$ cat config.mk
export PLATFORM = sky130hd
export DESIGN_NAME = cache_dma_top
export DESIGN_NICKNAME = d
export VERILOG_FILES = /design/src/source/cache_dma_pkg.sv /design/src/source/cache_dma_top.sv /design/src/source/miss_handler.sv /design/src/source/dma_engine.sv /design/src/source/block_data_mem.sv /design/src/source/word_fifo.sv
export VERILOG_INCLUDE_DIRS = /design/src /design/src/source
export SDC_FILE = /design/constraint.sdc
export NUM_CORES = 2
export LEC_CHECK = 0
export BUFFER_PORTS_ARGS = -buffer_cell sky130_fd_sc_hd__buf_2
export CAP_MARGIN = 15
export CORE_MARGIN = 2
export CORE_UTILIZATION = 55
export CTS_BUF_LIST = sky130_fd_sc_hd__clkbuf_8
export CTS_CLUSTER_DIAMETER = 50
export DETAILED_ROUTE_END_ITERATION = 8
export HOLD_SLACK_MARGIN = 0.06
export PLACE_DENSITY = 0.71
export SYNTH_ARGS = -nofsm -noshare
export SYNTH_HDL_FRONTEND = slang
export SYNTH_SLANG_ARGS = --single-unit
export TNS_END_PERCENT = 100
$ cat constraint.sdc
create_clock -name clk_i -period 6.64 [get_ports clk_i]
set_input_delay 0.332 -clock clk_i [delete_from_list [all_inputs] [get_ports clk_i]]
set_output_delay 0.332 -clock clk_i [all_outputs]
set_load 0.01 [all_outputs]
$ cat src/source/cache_dma_params.svh
// cache geometry macros; include in any file that needs address, tag or data widths
`ifndef CACHE_DMA_PARAMS_SVH
`define CACHE_DMA_PARAMS_SVH

// byte address and word size
`define CACHE_ADDR_WIDTH 16
`define CACHE_DATA_WIDTH 32

// organization
`define CACHE_BLOCK_WORDS 4
`define CACHE_SETS 8
`define CACHE_WAYS 2

// derived field widths
`define CACHE_BYTE_WIDTH ($clog2(`CACHE_DATA_WIDTH / 8))
`define CACHE_OFFSET_WIDTH ($clog2(`CACHE_BLOCK_WORDS))
`define CACHE_INDEX_WIDTH ($clog2(`CACHE_SETS))
`define CACHE_WAY_WIDTH ($clog2(`CACHE_WAYS))
`define CACHE_BLOCK_OFFSET_WIDTH (`CACHE_OFFSET_WIDTH + `CACHE_BYTE_WIDTH)
`define CACHE_TAG_WIDTH (`CACHE_ADDR_WIDTH - `CACHE_INDEX_WIDTH - `CACHE_BLOCK_OFFSET_WIDTH)

`endif
$ cat src/source/cache_dma_pkg.sv
// state and opcode types shared by the cache slice modules and the testbench
package cache_dma_pkg;

  // block transfer engine
  typedef enum logic [2:0] {
    IDLE,
    SEND_REFILL_ADDR,
    SEND_EVICT_ADDR,
    SEND_EVICT_DATA,
    RECV_REFILL_DATA,
    DONE
  } dma_state_e;

  // miss handler
  typedef enum logic [1:0] {
    READY,
    MISS_WAIT,
    REPLAY
  } mhu_state_e;

  // outside memory address packet
  typedef enum logic {
    MEM_READ,
    MEM_WRITE
  } mem_op_e;

endpackage

$ cat src/source/cache_dma_top.sv
// cache slice top; connects lookup control, DMA engine and the data array to outside memory
`timescale 1ns/100ps
`include "cache_dma_params.svh"

module cache_dma_top (
  input  logic                        clk_i
  , input  logic                        reset_i

  , input  logic                        lookup_v_i
  , input  logic                        lookup_write_i
  , input  logic [`CACHE_ADDR_WIDTH-1:0] lookup_addr_i
  , input  logic [`CACHE_DATA_WIDTH-1:0] lookup_data_i
  , output logic                        lookup_ready_o
  , output logic                        resp_v_o
  , output logic [`CACHE_DATA_WIDTH-1:0] resp_data_o

  , output logic                        mem_pkt_v_o
  , output cache_dma_pkg::mem_op_e      mem_pkt_op_o
  , output logic [`CACHE_ADDR_WIDTH-1:0] mem_pkt_addr_o
  , input  logic                        mem_pkt_yumi_i
  , output logic                        mem_wdata_v_o
  , output logic [`CACHE_DATA_WIDTH-1:0] mem_wdata_o
  , input  logic                        mem_wdata_yumi_i
  , input  logic                        mem_rdata_v_i
  , input  logic [`CACHE_DATA_WIDTH-1:0] mem_rdata_i
  , output logic                        mem_rdata_ready_o
);

  logic dma_cmd_v;
  logic dma_cmd_ready;
  logic dma_cmd_refill;
  logic dma_cmd_evict;
  logic [`CACHE_WAY_WIDTH-1:0] dma_cmd_way;
  logic [`CACHE_INDEX_WIDTH-1:0] dma_cmd_index;
  logic [`CACHE_TAG_WIDTH-1:0] dma_cmd_refill_tag;
  logic [`CACHE_TAG_WIDTH-1:0] dma_cmd_evict_tag;
  logic dma_done;
  logic dma_ack;
  logic dma_pending;

  logic mh_v;
  logic mh_write;
  logic [`CACHE_WAY_WIDTH-1:0] mh_way;
  logic [`CACHE_INDEX_WIDTH-1:0] mh_index;
  logic [`CACHE_OFFSET_WIDTH-1:0] mh_offset;
  logic [`CACHE_DATA_WIDTH-1:0] mh_wdata;
  logic dma_v;
  logic dma_write;
  logic [`CACHE_WAY_WIDTH-1:0] dma_way;
  logic [`CACHE_INDEX_WIDTH-1:0] dma_index;
  logic [`CACHE_OFFSET_WIDTH-1:0] dma_offset;
  logic [`CACHE_DATA_WIDTH-1:0] dma_wdata;
  logic [`CACHE_DATA_WIDTH-1:0] dmem_rdata;

  miss_handler mhu (
    .clk_i(clk_i), .reset_i(reset_i)
    , .lookup_v_i(lookup_v_i), .lookup_write_i(lookup_write_i)
    , .lookup_addr_i(lookup_addr_i), .lookup_data_i(lookup_data_i)
    , .lookup_ready_o(lookup_ready_o), .resp_v_o(resp_v_o), .resp_data_o(resp_data_o)
    , .dma_cmd_v_o(dma_cmd_v), .dma_cmd_refill_o(dma_cmd_refill)
    , .dma_cmd_evict_o(dma_cmd_evict), .dma_cmd_way_o(dma_cmd_way)
    , .dma_cmd_index_o(dma_cmd_index), .dma_cmd_refill_tag_o(dma_cmd_refill_tag)
    , .dma_cmd_evict_tag_o(dma_cmd_evict_tag), .dma_cmd_ready_i(dma_cmd_ready)
    , .dma_done_i(dma_done), .dma_ack_o(dma_ack)
    , .dmem_v_o(mh_v), .dmem_write_o(mh_write), .dmem_way_o(mh_way)
    , .dmem_index_o(mh_index), .dmem_offset_o(mh_offset), .dmem_wdata_o(mh_wdata)
    , .dmem_rdata_i(dmem_rdata)
  );

  dma_engine dma (
    .clk_i(clk_i), .reset_i(reset_i)
    , .dma_cmd_v_i(dma_cmd_v), .dma_cmd_refill_i(dma_cmd_refill)
    , .dma_cmd_evict_i(dma_cmd_evict), .dma_cmd_way_i(dma_cmd_way)
    , .dma_cmd_index_i(dma_cmd_index), .dma_cmd_refill_tag_i(dma_cmd_refill_tag)
    , .dma_cmd_evict_tag_i(dma_cmd_evict_tag), .dma_cmd_ready_o(dma_cmd_ready)
    , .dma_done_o(dma_done), .dma_pending_o(dma_pending), .dma_ack_i(dma_ack)
    , .dmem_v_o(dma_v), .dmem_write_o(dma_write), .dmem_way_o(dma_way)
    , .dmem_index_o(dma_index), .dmem_offset_o(dma_offset), .dmem_wdata_o(dma_wdata)
    , .dmem_rdata_i(dmem_rdata)
    , .mem_pkt_v_o(mem_pkt_v_o), .mem_pkt_op_o(mem_pkt_op_o)
    , .mem_pkt_addr_o(mem_pkt_addr_o), .mem_pkt_yumi_i(mem_pkt_yumi_i)
    , .mem_wdata_v_o(mem_wdata_v_o), .mem_wdata_o(mem_wdata_o)
    , .mem_wdata_yumi_i(mem_wdata_yumi_i)
    , .mem_rdata_v_i(mem_rdata_v_i), .mem_rdata_i(mem_rdata_i)
    , .mem_rdata_ready_o(mem_rdata_ready_o)
  );

  // the engine owns the array while a block move is in flight
  block_data_mem dmem (
    .clk_i(clk_i)
    , .v_i(dma_pending ? dma_v : mh_v)
    , .write_i(dma_pending ? dma_write : mh_write)
    , .way_i(dma_pending ? dma_way : mh_way)
    , .index_i(dma_pending ? dma_index : mh_index)
    , .offset_i(dma_pending ? dma_offset : mh_offset)
    , .data_i(dma_pending ? dma_wdata : mh_wdata)
    , .data_o(dmem_rdata)
  );

endmodule

$ cat src/source/miss_handler.sv
// tag store and lookup control; serves hits and hands misses to the DMA engine
`timescale 1ns/100ps
`include "cache_dma_params.svh"

module miss_handler (
  input  logic                           clk_i
  , input  logic                           reset_i

  , input  logic                           lookup_v_i
  , input  logic                           lookup_write_i
  , input  logic [`CACHE_ADDR_WIDTH-1:0]    lookup_addr_i
  , input  logic [`CACHE_DATA_WIDTH-1:0]    lookup_data_i
  , output logic                           lookup_ready_o
  , output logic                           resp_v_o
  , output logic [`CACHE_DATA_WIDTH-1:0]    resp_data_o

  , output logic                           dma_cmd_v_o
  , output logic                           dma_cmd_refill_o
  , output logic                           dma_cmd_evict_o
  , output logic [`CACHE_WAY_WIDTH-1:0]     dma_cmd_way_o
  , output logic [`CACHE_INDEX_WIDTH-1:0]   dma_cmd_index_o
  , output logic [`CACHE_TAG_WIDTH-1:0]     dma_cmd_refill_tag_o
  , output logic [`CACHE_TAG_WIDTH-1:0]     dma_cmd_evict_tag_o
  , input  logic                           dma_cmd_ready_i
  , input  logic                           dma_done_i
  , output logic                           dma_ack_o

  , output logic                           dmem_v_o
  , output logic                           dmem_write_o
  , output logic [`CACHE_WAY_WIDTH-1:0]     dmem_way_o
  , output logic [`CACHE_INDEX_WIDTH-1:0]   dmem_index_o
  , output logic [`CACHE_OFFSET_WIDTH-1:0]  dmem_offset_o
  , output logic [`CACHE_DATA_WIDTH-1:0]    dmem_wdata_o
  , input  logic [`CACHE_DATA_WIDTH-1:0]    dmem_rdata_i
);

  cache_dma_pkg::mhu_state_e state_r;

  logic [`CACHE_TAG_WIDTH-1:0] tag_r [`CACHE_WAYS][`CACHE_SETS];
  logic [`CACHE_SETS-1:0] valid_r [`CACHE_WAYS];
  logic [`CACHE_SETS-1:0] dirty_r [`CACHE_WAYS];
  logic [`CACHE_SETS-1:0] rr_r;

  logic req_write_r;
  logic [`CACHE_ADDR_WIDTH-1:0] req_addr_r;
  logic [`CACHE_DATA_WIDTH-1:0] req_data_r;
  logic [`CACHE_TAG_WIDTH-1:0] req_tag;
  logic [`CACHE_INDEX_WIDTH-1:0] req_index;

  // lookup_r is the tag check cycle, resp_r the data return cycle
  logic lookup_r;
  logic resp_r;
  logic [`CACHE_WAY_WIDTH-1:0] resp_way_r;
  logic cmd_sent_r;
  logic cmd_evict_r;
  logic [`CACHE_WAY_WIDTH-1:0] cmd_way_r;
  logic [`CACHE_TAG_WIDTH-1:0] cmd_evict_tag_r;

  logic lookup_accept;
  logic hit;
  logic [`CACHE_WAY_WIDTH-1:0] hit_way;
  logic [`CACHE_WAY_WIDTH-1:0] victim_way;

  assign req_tag = req_addr_r[`CACHE_ADDR_WIDTH-1 -: `CACHE_TAG_WIDTH];
  assign req_index = req_addr_r[`CACHE_BLOCK_OFFSET_WIDTH +: `CACHE_INDEX_WIDTH];

  assign lookup_ready_o = (state_r == cache_dma_pkg::READY) & ~lookup_r & ~resp_r;
  assign lookup_accept = lookup_v_i & lookup_ready_o;

  always_comb begin
    hit = 1'b0;
    hit_way = '0;
    victim_way = rr_r[req_index];
    for (int w = 0; w < `CACHE_WAYS; w++) begin
      if (valid_r[w][req_index] && tag_r[w][req_index] == req_tag) begin
        hit = 1'b1;
        hit_way = (`CACHE_WAY_WIDTH)'(w);
      end
    end
    // lowest empty way wins over round robin
    for (int w = `CACHE_WAYS - 1; w >= 0; w--) begin
      if (!valid_r[w][req_index]) begin
        victim_way = (`CACHE_WAY_WIDTH)'(w);
      end
    end
  end

  assign resp_v_o = resp_r;
  assign resp_data_o = dmem_rdata_i;

  // read on the check cycle, store writes over the old word one cycle later
  assign dmem_v_o = (lookup_r & hit) | (resp_r & req_write_r);
  assign dmem_write_o = resp_r & req_write_r;
  assign dmem_way_o = resp_r ? resp_way_r : hit_way;
  assign dmem_index_o = req_index;
  assign dmem_offset_o = req_addr_r[`CACHE_BYTE_WIDTH +: `CACHE_OFFSET_WIDTH];
  assign dmem_wdata_o = req_data_r;

  assign dma_cmd_v_o = (state_r == cache_dma_pkg::MISS_WAIT) & ~cmd_sent_r;
  assign dma_cmd_refill_o = 1'b1;
  assign dma_cmd_evict_o = cmd_evict_r;
  assign dma_cmd_way_o = cmd_way_r;
  assign dma_cmd_index_o = req_index;
  assign dma_cmd_refill_tag_o = req_tag;
  assign dma_cmd_evict_tag_o = cmd_evict_tag_r;
  assign dma_ack_o = (state_r == cache_dma_pkg::MISS_WAIT) & cmd_sent_r & dma_done_i;

  always_ff @(posedge clk_i) begin
    if (lookup_accept) begin
      req_write_r <= lookup_write_i;
      req_addr_r <= lookup_addr_i;
      req_data_r <= lookup_data_i;
    end
    if (lookup_r) begin
      resp_way_r <= hit_way;
      cmd_way_r <= victim_way;
      cmd_evict_r <= valid_r[victim_way][req_index] & dirty_r[victim_way][req_index];
      cmd_evict_tag_r <= tag_r[victim_way][req_index];
    end
    if (dma_ack_o) begin
      tag_r[cmd_way_r][req_index] <= req_tag;
    end
  end

  always_ff @(posedge clk_i) begin
    if (reset_i) begin
      state_r <= cache_dma_pkg::READY;
      lookup_r <= 1'b0;
      resp_r <= 1'b0;
      cmd_sent_r <= 1'b0;
      rr_r <= '0;
      for (int w = 0; w < `CACHE_WAYS; w++) begin
        valid_r[w] <= '0;
        dirty_r[w] <= '0;
      end
    end else begin
      lookup_r <= lookup_accept | dma_ack_o;
      resp_r <= lookup_r & hit;
      case (state_r)
        cache_dma_pkg::READY: begin
          if (lookup_r && !hit) begin
            state_r <= cache_dma_pkg::MISS_WAIT;
          end
        end
        cache_dma_pkg::MISS_WAIT: begin
          if (dma_cmd_v_o && dma_cmd_ready_i) begin
            cmd_sent_r <= 1'b1;
          end
          if (dma_ack_o) begin
            cmd_sent_r <= 1'b0;
            state_r <= cache_dma_pkg::REPLAY;
            valid_r[cmd_way_r][req_index] <= 1'b1;
            dirty_r[cmd_way_r][req_index] <= 1'b0;
            rr_r[req_index] <= ~cmd_way_r;
          end
        end
        cache_dma_pkg::REPLAY: begin
          if (resp_r) begin
            state_r <= cache_dma_pkg::READY;
          end
        end
        default: state_r <= cache_dma_pkg::READY;
      endcase
      if (resp_r && req_write_r) begin
        dirty_r[resp_way_r][req_index] <= 1'b1;
      end
    end
  end

  // one miss in flight, the engine is idle whenever a command is offered
  assert property (@(posedge clk_i) disable iff (reset_i)
    dma_cmd_v_o |-> dma_cmd_ready_i);

endmodule

$ cat src/source/dma_engine.sv
// moves whole blocks between the data array and outside memory, one miss command at a time
`timescale 1ns/100ps
`include "cache_dma_params.svh"

module dma_engine (
  input  logic                           clk_i
  , input  logic                           reset_i

  // command from the miss handler
  , input  logic                           dma_cmd_v_i
  , input  logic                           dma_cmd_refill_i
  , input  logic                           dma_cmd_evict_i
  , input  logic [`CACHE_WAY_WIDTH-1:0]     dma_cmd_way_i
  , input  logic [`CACHE_INDEX_WIDTH-1:0]   dma_cmd_index_i
  , input  logic [`CACHE_TAG_WIDTH-1:0]     dma_cmd_refill_tag_i
  , input  logic [`CACHE_TAG_WIDTH-1:0]     dma_cmd_evict_tag_i
  , output logic                           dma_cmd_ready_o
  , output logic                           dma_done_o
  , output logic                           dma_pending_o
  , input  logic                           dma_ack_i

  // data array
  , output logic                           dmem_v_o
  , output logic                           dmem_write_o
  , output logic [`CACHE_WAY_WIDTH-1:0]     dmem_way_o
  , output logic [`CACHE_INDEX_WIDTH-1:0]   dmem_index_o
  , output logic [`CACHE_OFFSET_WIDTH-1:0]  dmem_offset_o
  , output logic [`CACHE_DATA_WIDTH-1:0]    dmem_wdata_o
  , input  logic [`CACHE_DATA_WIDTH-1:0]    dmem_rdata_i

  // outside memory
  , output logic                           mem_pkt_v_o
  , output cache_dma_pkg::mem_op_e         mem_pkt_op_o
  , output logic [`CACHE_ADDR_WIDTH-1:0]    mem_pkt_addr_o
  , input  logic                           mem_pkt_yumi_i
  , output logic                           mem_wdata_v_o
  , output logic [`CACHE_DATA_WIDTH-1:0]    mem_wdata_o
  , input  logic                           mem_wdata_yumi_i
  , input  logic                           mem_rdata_v_i
  , input  logic [`CACHE_DATA_WIDTH-1:0]    mem_rdata_i
  , output logic                           mem_rdata_ready_o
);

  cache_dma_pkg::dma_state_e state_r;
  cache_dma_pkg::dma_state_e state_n;

  logic refill_r;
  logic evict_r;
  logic [`CACHE_WAY_WIDTH-1:0] way_r;
  logic [`CACHE_INDEX_WIDTH-1:0] index_r;
  logic [`CACHE_TAG_WIDTH-1:0] refill_tag_r;
  logic [`CACHE_TAG_WIDTH-1:0] evict_tag_r;

  logic [`CACHE_OFFSET_WIDTH-1:0] count_r;
  logic count_up;
  logic count_clear;
  logic count_last;

  logic in_fifo_v;
  logic in_fifo_yumi;
  logic [`CACHE_DATA_WIDTH-1:0] in_fifo_data;
  logic out_fifo_v;
  logic out_fifo_ready;

  logic [`CACHE_ADDR_WIDTH-1:0] refill_addr;
  logic [`CACHE_ADDR_WIDTH-1:0] evict_addr;

  word_fifo in_fifo (
    .clk_i(clk_i)
    , .reset_i(reset_i)
    , .data_i(mem_rdata_i)
    , .v_i(mem_rdata_v_i)
    , .ready_o(mem_rdata_ready_o)
    , .data_o(in_fifo_data)
    , .v_o(in_fifo_v)
    , .yumi_i(in_fifo_yumi)
  );

  // victim words go straight from the array read port
  word_fifo out_fifo (
    .clk_i(clk_i)
    , .reset_i(reset_i)
    , .data_i(dmem_rdata_i)
    , .v_i(out_fifo_v)
    , .ready_o(out_fifo_ready)
    , .data_o(mem_wdata_o)
    , .v_o(mem_wdata_v_o)
    , .yumi_i(mem_wdata_yumi_i)
  );

  assign refill_addr = {refill_tag_r, index_r, {`CACHE_BLOCK_OFFSET_WIDTH{1'b0}}};
  assign evict_addr = {evict_tag_r, index_r, {`CACHE_BLOCK_OFFSET_WIDTH{1'b0}}};
  assign count_last = (count_r == (`CACHE_OFFSET_WIDTH)'(`CACHE_BLOCK_WORDS - 1));

  assign dmem_way_o = way_r;
  assign dmem_index_o = index_r;
  assign dmem_wdata_o = in_fifo_data;

  always_comb begin
    state_n = state_r;
    dma_cmd_ready_o = 1'b0;
    dma_done_o = 1'b0;
    dma_pending_o = 1'b1;
    count_up = 1'b0;
    count_clear = 1'b0;
    out_fifo_v = 1'b0;
    in_fifo_yumi = 1'b0;
    dmem_v_o = 1'b0;
    dmem_write_o = 1'b0;
    dmem_offset_o = count_r;
    mem_pkt_v_o = 1'b0;
    mem_pkt_op_o = cache_dma_pkg::MEM_READ;
    mem_pkt_addr_o = refill_addr;

    case (state_r)
      cache_dma_pkg::IDLE: begin
        dma_pending_o = 1'b0;
        dma_cmd_ready_o = 1'b1;
        if (dma_cmd_v_i) begin
          state_n = dma_cmd_refill_i ? cache_dma_pkg::SEND_REFILL_ADDR
                                     : cache_dma_pkg::SEND_EVICT_ADDR;
        end
      end
      cache_dma_pkg::SEND_REFILL_ADDR: begin
        mem_pkt_v_o = 1'b1;
        if (mem_pkt_yumi_i) begin
          state_n = evict_r ? cache_dma_pkg::SEND_EVICT_ADDR
                            : cache_dma_pkg::RECV_REFILL_DATA;
        end
      end
      cache_dma_pkg::SEND_EVICT_ADDR: begin
        mem_pkt_v_o = 1'b1;
        mem_pkt_op_o = cache_dma_pkg::MEM_WRITE;
        mem_pkt_addr_o = evict_addr;
        // word 0 read lines up with the first push
        dmem_v_o = mem_pkt_yumi_i;
        if (mem_pkt_yumi_i) begin
          state_n = cache_dma_pkg::SEND_EVICT_DATA;
        end
      end
      cache_dma_pkg::SEND_EVICT_DATA: begin
        out_fifo_v = 1'b1;
        if (out_fifo_ready) begin
          if (count_last) begin
            count_clear = 1'b1;
            state_n = refill_r ? cache_dma_pkg::RECV_REFILL_DATA : cache_dma_pkg::DONE;
          end else begin
            // prefetch the next word while this one is pushed
            dmem_v_o = 1'b1;
            dmem_offset_o = count_r + 1'b1;
            count_up = 1'b1;
          end
        end
      end
      cache_dma_pkg::RECV_REFILL_DATA: begin
        dmem_v_o = in_fifo_v;
        dmem_write_o = 1'b1;
        in_fifo_yumi = in_fifo_v;
        if (in_fifo_v) begin
          count_up = ~count_last;
          count_clear = count_last;
          if (count_last) begin
            state_n = cache_dma_pkg::DONE;
          end
        end
      end
      cache_dma_pkg::DONE: begin
        dma_pending_o = 1'b0;
        dma_done_o = 1'b1;
        if (dma_ack_i) begin
          state_n = cache_dma_pkg::IDLE;
        end
      end
      default: begin
        dma_pending_o = 1'b0;
        state_n = cache_dma_pkg::IDLE;
      end
    endcase
  end

  always_ff @(posedge clk_i) begin
    if (dma_cmd_v_i && dma_cmd_ready_o) begin
      refill_r <= dma_cmd_refill_i;
      evict_r <= dma_cmd_evict_i;
      way_r <= dma_cmd_way_i;
      index_r <= dma_cmd_index_i;
      refill_tag_r <= dma_cmd_refill_tag_i;
      evict_tag_r <= dma_cmd_evict_tag_i;
    end
  end

  always_ff @(posedge clk_i) begin
    if (reset_i) begin
      state_r <= cache_dma_pkg::IDLE;
      count_r <= '0;
    end else begin
      state_r <= state_n;
      if (count_clear) begin
        count_r <= '0;
      end else if (count_up) begin
        count_r <= count_r + 1'b1;
      end
    end
  end

  assert property (@(posedge clk_i) disable iff (reset_i)
    (mem_pkt_v_o && !mem_pkt_yumi_i) |=>
      (mem_pkt_v_o && $stable(mem_pkt_op_o) && $stable(mem_pkt_addr_o)));

  // every refill word is in the array before done
  assert property (@(posedge clk_i) disable iff (reset_i)
    dma_done_o |-> !(dma_pending_o || in_fifo_v));

endmodule

$ cat src/source/block_data_mem.sv
// single-port cache data array, one word per access, read data registered
`timescale 1ns/100ps
`include "cache_dma_params.svh"

module block_data_mem (
  input  logic                          clk_i

  , input  logic                          v_i
  , input  logic                          write_i
  , input  logic [`CACHE_WAY_WIDTH-1:0]    way_i
  , input  logic [`CACHE_INDEX_WIDTH-1:0]  index_i
  , input  logic [`CACHE_OFFSET_WIDTH-1:0] offset_i
  , input  logic [`CACHE_DATA_WIDTH-1:0]   data_i
  , output logic [`CACHE_DATA_WIDTH-1:0]   data_o
);

  logic [`CACHE_DATA_WIDTH-1:0] mem_r [`CACHE_WAYS*`CACHE_SETS*`CACHE_BLOCK_WORDS];
  logic [`CACHE_WAY_WIDTH+`CACHE_INDEX_WIDTH+`CACHE_OFFSET_WIDTH-1:0] addr;

  // way, then set, then word within the block
  assign addr = {way_i, index_i, offset_i};

  always_ff @(posedge clk_i) begin
    if (v_i) begin
      if (write_i) begin
        mem_r[addr] <= data_i;
      end else begin
        data_o <= mem_r[addr];
      end
    end
  end

endmodule

$ cat src/source/word_fifo.sv
// one-block word buffer between the DMA engine and outside memory, used in both directions
`timescale 1ns/100ps
`include "cache_dma_params.svh"

module word_fifo (
  input  logic                         clk_i
  , input  logic                         reset_i

  , input  logic [`CACHE_DATA_WIDTH-1:0] data_i
  , input  logic                         v_i
  , output logic                         ready_o

  , output logic [`CACHE_DATA_WIDTH-1:0] data_o
  , output logic                         v_o
  , input  logic                         yumi_i
);

  logic [`CACHE_DATA_WIDTH-1:0] mem_r [`CACHE_BLOCK_WORDS];
  logic [`CACHE_OFFSET_WIDTH-1:0] wptr_r;
  logic [`CACHE_OFFSET_WIDTH-1:0] rptr_r;
  logic [`CACHE_OFFSET_WIDTH:0] count_r;
  logic enq;

  assign ready_o = (count_r != `CACHE_BLOCK_WORDS);
  assign v_o = (count_r != '0);
  assign data_o = mem_r[rptr_r];
  assign enq = v_i & ready_o;

  always_ff @(posedge clk_i) begin
    if (enq) begin
      mem_r[wptr_r] <= data_i;
    end
  end

  // pointers wrap naturally, depth is a power of two
  always_ff @(posedge clk_i) begin
    if (reset_i) begin
      wptr_r <= '0;
      rptr_r <= '0;
      count_r <= '0;
    end else begin
      wptr_r <= wptr_r + (`CACHE_OFFSET_WIDTH)'(enq);
      rptr_r <= rptr_r + (`CACHE_OFFSET_WIDTH)'(yumi_i);
      count_r <= count_r + (`CACHE_OFFSET_WIDTH+1)'(enq) - (`CACHE_OFFSET_WIDTH+1)'(yumi_i);
    end
  end

  assert property (@(posedge clk_i) disable iff (reset_i) yumi_i |-> v_o);

endmodule

==> flow_summary.toml <==
[run_status]
status = "finished, final reports clean"

[yosys]
yosysSeqAreaShare_pct = 76.49
synth-edff-count = 2562
netlist-cell-type-count = 84
post_synth_instance_area_sq_mm = 0.1023
yosys_most_used_dff = "sky130_fd_sc_hd__edfxtp_1"
synth_async_sr_flop_share_pct = 0
synthesis.instances = 6373
synth-seq-cells = 2626
synth.yosys.warnings = 0
syn-mean-instance-area_sq_um = 16.04

[worst_setup_path]
critical_path.reg2reg.endpoint = "dmem.data_o[17]"
cell_type_group_with_the_largest_total_delay_on_the_critical_path = "compound AO/OA/AOI/OAI gates"
startpoint_to_endpoint_class_of_the_critical_path = "flip-flop to flip-flop"
timing.critical_path.arrival_ns = 6.28
worst_setup_path_startpoint = "dma.state_r[0]"
worst_setup_path_endpoint = "dmem.data_o[17]"
critPathLaunchType = "flip-flop"
crit-reg2reg-launch = "dma.state_r[0]"
critPathRequiredTime_ns = 7.37
timing.critical_path.mode_cell = "sky130_fd_sc_hd__a21oi_1"
library_cell_contributing_the_largest_single_delay_on_the_critical_path = "sky130_fd_sc_hd__dfxtp_1"
timing.critical_path.to_type = "flip-flop"
number_of_cell_instances_on_the_worst_register_to_register_path = 10
setup.reg_to_reg.worst_slack_ns = 1.08
timing.critical_path.slowest_cell_delay_ns = 0.92
crit_chain = "nor3_1 > o21ai_4 > nand2_8 > buf_4 > nor3_2 > buf_12 > a21oi_1 > a21oi_1 > nand2_1 > a22oi_1"
worst-path-max-fanout = 65
cp.buffers_inverters = 2
worstSetupPathDepth = 10

[clock_network]
clk-insertion-delay-late_ns = 1.14
cts_tree = "yes"
clkSinkCount = 2626
cts_root_buffer = "sky130_fd_sc_hd__clkbuf_8"
cts-buffers-inserted = 415
cts-htree-levels = 5
cts.clk_slew.worst_paths_ns = 0.07
cts_buffer_depth = 4

[layout]
multi_input_area_sq_mm = 0.02286
layout.cells.most_common_list = "2562 x sky130_fd_sc_hd__edfxtp_1, 850 x sky130_fd_sc_hd__nand2_1, 444 x sky130_fd_sc_hd__a21oi_1"
final_common_cell = "sky130_fd_sc_hd__edfxtp_1"
final.fill_count = 12842
seqCellArea_sq_mm = 0.07822
area_growth_syn_to_layout_pct = 14.42
final_core_utilization_pct = 63.23
design.final.nets = 7083
final_layout_size_suffix_gt1_share_pct = 18.41

[grt]
grt_overflow = 0
vias_in_the_first_global_route = 63345
grt_max_degree = 86
grt_first_pass_wirelength_um = 447300
antenna_found_initial = 14
grt.total_usage_pct = 32.79

[power_and_ir_drop]
maximum_resistive_drop_on_vdd_mv = 0.2876
power.leakage_nw = 38.39
power_per_cell_area_mw_per_mm2 = 381.9
total_power_w = 0.04468

[worst_hold_path]
worstHoldPathType = "input pin to flip-flop"

[drt]
drt_pre_antenna_iters = 6
vias = 65307
drc_errors_left = 0
wl_per_cell_um = 32.25
initialDrtViolationCount = 10436
detail-route-antenna-nets = 0
totalWireLength_um = 315200
routed_via_density = 6.682

[floorplan]
dieArea_sq_mm = 0.1894
core-area_sq_mm = 0.1850
design.portCount = 173
initial_core_util_pct = 55.26
placementRows = 158
die_x_um = 435.2
dieHeight_um = 435.2

[sta]
sum_neg_setup_slack_ns = 0
timing.fmax_mhz = 179.9
slew_viol_final = 0
setup_viol = 0
slew_headroom_pct = 19.30
final.min_clock_period_ns = 5.558
final_clock_period_utilization_by_the_worst_path_pct = 83.71
clock-skew-final_ns = 0.1084
hold_ws_ns = 0.2991
final.setup.worst_slack_ns = 1.082
rsz0062_at_grt = "false"
worst_pin_slew_ns = 1.210
hold_violations = 0

[placed_design]
detailed_place_hpwl_um = 172800
gp_congestion = 0.8975
detailedPlace.worstSlack_ns = 1.367
port_buffers = 166

[flow_run]
timing.max_cap.violations = 0
## kinds of logic (layout without fill, tap and decap cells)
kind of cell    Yosys count  in the layout  share of synthesized area (%)
flops                  2626           2626                          76.49
simple gates           1421           1421                          5.871
compound gates         1399           1399                          9.224
buf+inv                 467           1380                          1.964
mux                     421            421                          6.059
xor+xnor                 25             25                         0.2141
fa+ha+maj                13             13                         0.1738
other cells               1              8                       0.003667
## per-layer routing
layer | up-vias | wire length (um) | GRT usage [%]
met5 | - | 56 | 0
met4 | 8 | 16590 | 15.63
met3 | 969 | 46550 | 9.441
met2 | 5397 | 143600 | 50.50
met1 | 32406 | 108400 | 43.29
li1 | 26527 | - | -
## cell usage after synthesis, types with 14 or more instances
cell	n	area share [%]
sky130_fd_sc_hd__edfxtp_1	2562	75
sky130_fd_sc_hd__nand2_1	850	3.1
sky130_fd_sc_hd__a21oi_1	446	2.2
sky130_fd_sc_hd__nand3_1	207	1.0
sky130_fd_sc_hd__nor2_1	206	0.76
sky130_fd_sc_hd__a221oi_1	185	1.6
sky130_fd_sc_hd__clkbuf_1	175	0.64
sky130_fd_sc_hd__mux2i_1	169	1.7
sky130_fd_sc_hd__buf_2	168	0.82
sky130_fd_sc_hd__mux4_2	148	3.3
sky130_fd_sc_hd__o21ai_0	146	0.71
sky130_fd_sc_hd__a211oi_1	133	0.98
sky130_fd_sc_hd__mux2_2	100	1.1
sky130_fd_sc_hd__a22oi_1	91	0.67
sky130_fd_sc_hd__buf_1	80	0.29
sky130_fd_sc_hd__a31oi_1	67	0.41
sky130_fd_sc_hd__dfxtp_1	64	1.3
sky130_fd_sc_hd__o211ai_1	63	0.46
sky130_fd_sc_hd__and3_1	49	0.30
sky130_fd_sc_hd__o22ai_1	43	0.26
sky130_fd_sc_hd__nor3_1	34	0.17
sky130_fd_sc_hd__inv_1	32	0.12
sky130_fd_sc_hd__a221o_1	31	0.30
sky130_fd_sc_hd__o221ai_1	26	0.22
sky130_fd_sc_hd__o32ai_1	19	0.16
sky130_fd_sc_hd__a311oi_1	18	0.15
sky130_fd_sc_hd__a32oi_1	18	0.15
sky130_fd_sc_hd__nor2b_1	16	0.098
sky130_fd_sc_hd__xnor2_1	16	0.14
sky130_fd_sc_hd__o2bb2ai_1	14	0.12
## cell type report
cell class | count | share of cell area [%]
sequential | 2626 | 66.86
multi-input combinational | 3283 | 19.54
clock buffer | 422 | 4.964
timing repair buffer | 624 | 4.517
tap | 2480 | 2.652
clock inverter | 301 | 1.358
inverter | 33 | 0.1059
antenna | 4 | 0.008556
## how the worst min path moves through the flow
stage	end	start	cells past startpoint
floorplan	dma.evict_r	mhu.dma_cmd_evict_o	0
global placement	dma.evict_tag_r[8]	mhu.dma_cmd_evict_tag_o[8]	0
detailed placement	dma.evict_tag_r[0]	mhu.dma_cmd_evict_tag_o[0]	0
CTS	dma.out_fifo.rptr_r[1]	mem_wdata_yumi_i	5
global route	dma.out_fifo.rptr_r[1]	mem_wdata_yumi_i	5
finish	dma.out_fifo.rptr_r[1]	mem_wdata_yumi_i	5
## where the power goes
group / switching (W) / leakage, nW / internal, W
logic: 0.00912 / 10.6 / 0.00314
registers: 0.000124 / 23.6 / 0.0197
clock network: 0.00623 / 4.20 / 0.00638
## worst reg2reg max path, stage by stage (launching register included)
cell	delay, ns
sky130_fd_sc_hd__dfxtp_1	0.92
sky130_fd_sc_hd__nor3_1	0.31
sky130_fd_sc_hd__o21ai_4	0.72
sky130_fd_sc_hd__nand2_8	0.56
sky130_fd_sc_hd__buf_4	0.64
sky130_fd_sc_hd__nor3_2	0.29
sky130_fd_sc_hd__buf_12	0.33
sky130_fd_sc_hd__a21oi_1	0.12
sky130_fd_sc_hd__a21oi_1	0.20
sky130_fd_sc_hd__nand2_1	0.29
sky130_fd_sc_hd__a22oi_1	0.87
## metrics by stage
stage,area [sq um],instances
3_5_place_dp,107900,8878
3_3_place_gp,107900,8878
4_1_cts,116900,9767
5_1_grt,117000,9770
2_1_floorplan,102300,6376
6_report,117000,9773
## sequential cells by signal (all words and copies together), names as in the netlist, 14 cells and up
register,cells
mhu.dmem_wdata_o,32
mhu.valid_r,16
mhu.req_addr_r,14
mhu.dirty_r,16
dmem.data_o,32
dmem.mem_r,2048
mhu.tag_r,144
dma.out_fifo.mem_r,128
dma.in_fifo.mem_r,128
## what timing repair did
item | CTS | global route
endpoints found under the setup margin | 0 | 0
hold buffers | 166 | 0
buffers inserted | 0 | 0
endpoints found under the hold margin | 279 | 0
resized for setup | 0 | 0
No activity file was read; power rests on OpenSTA's default activity.
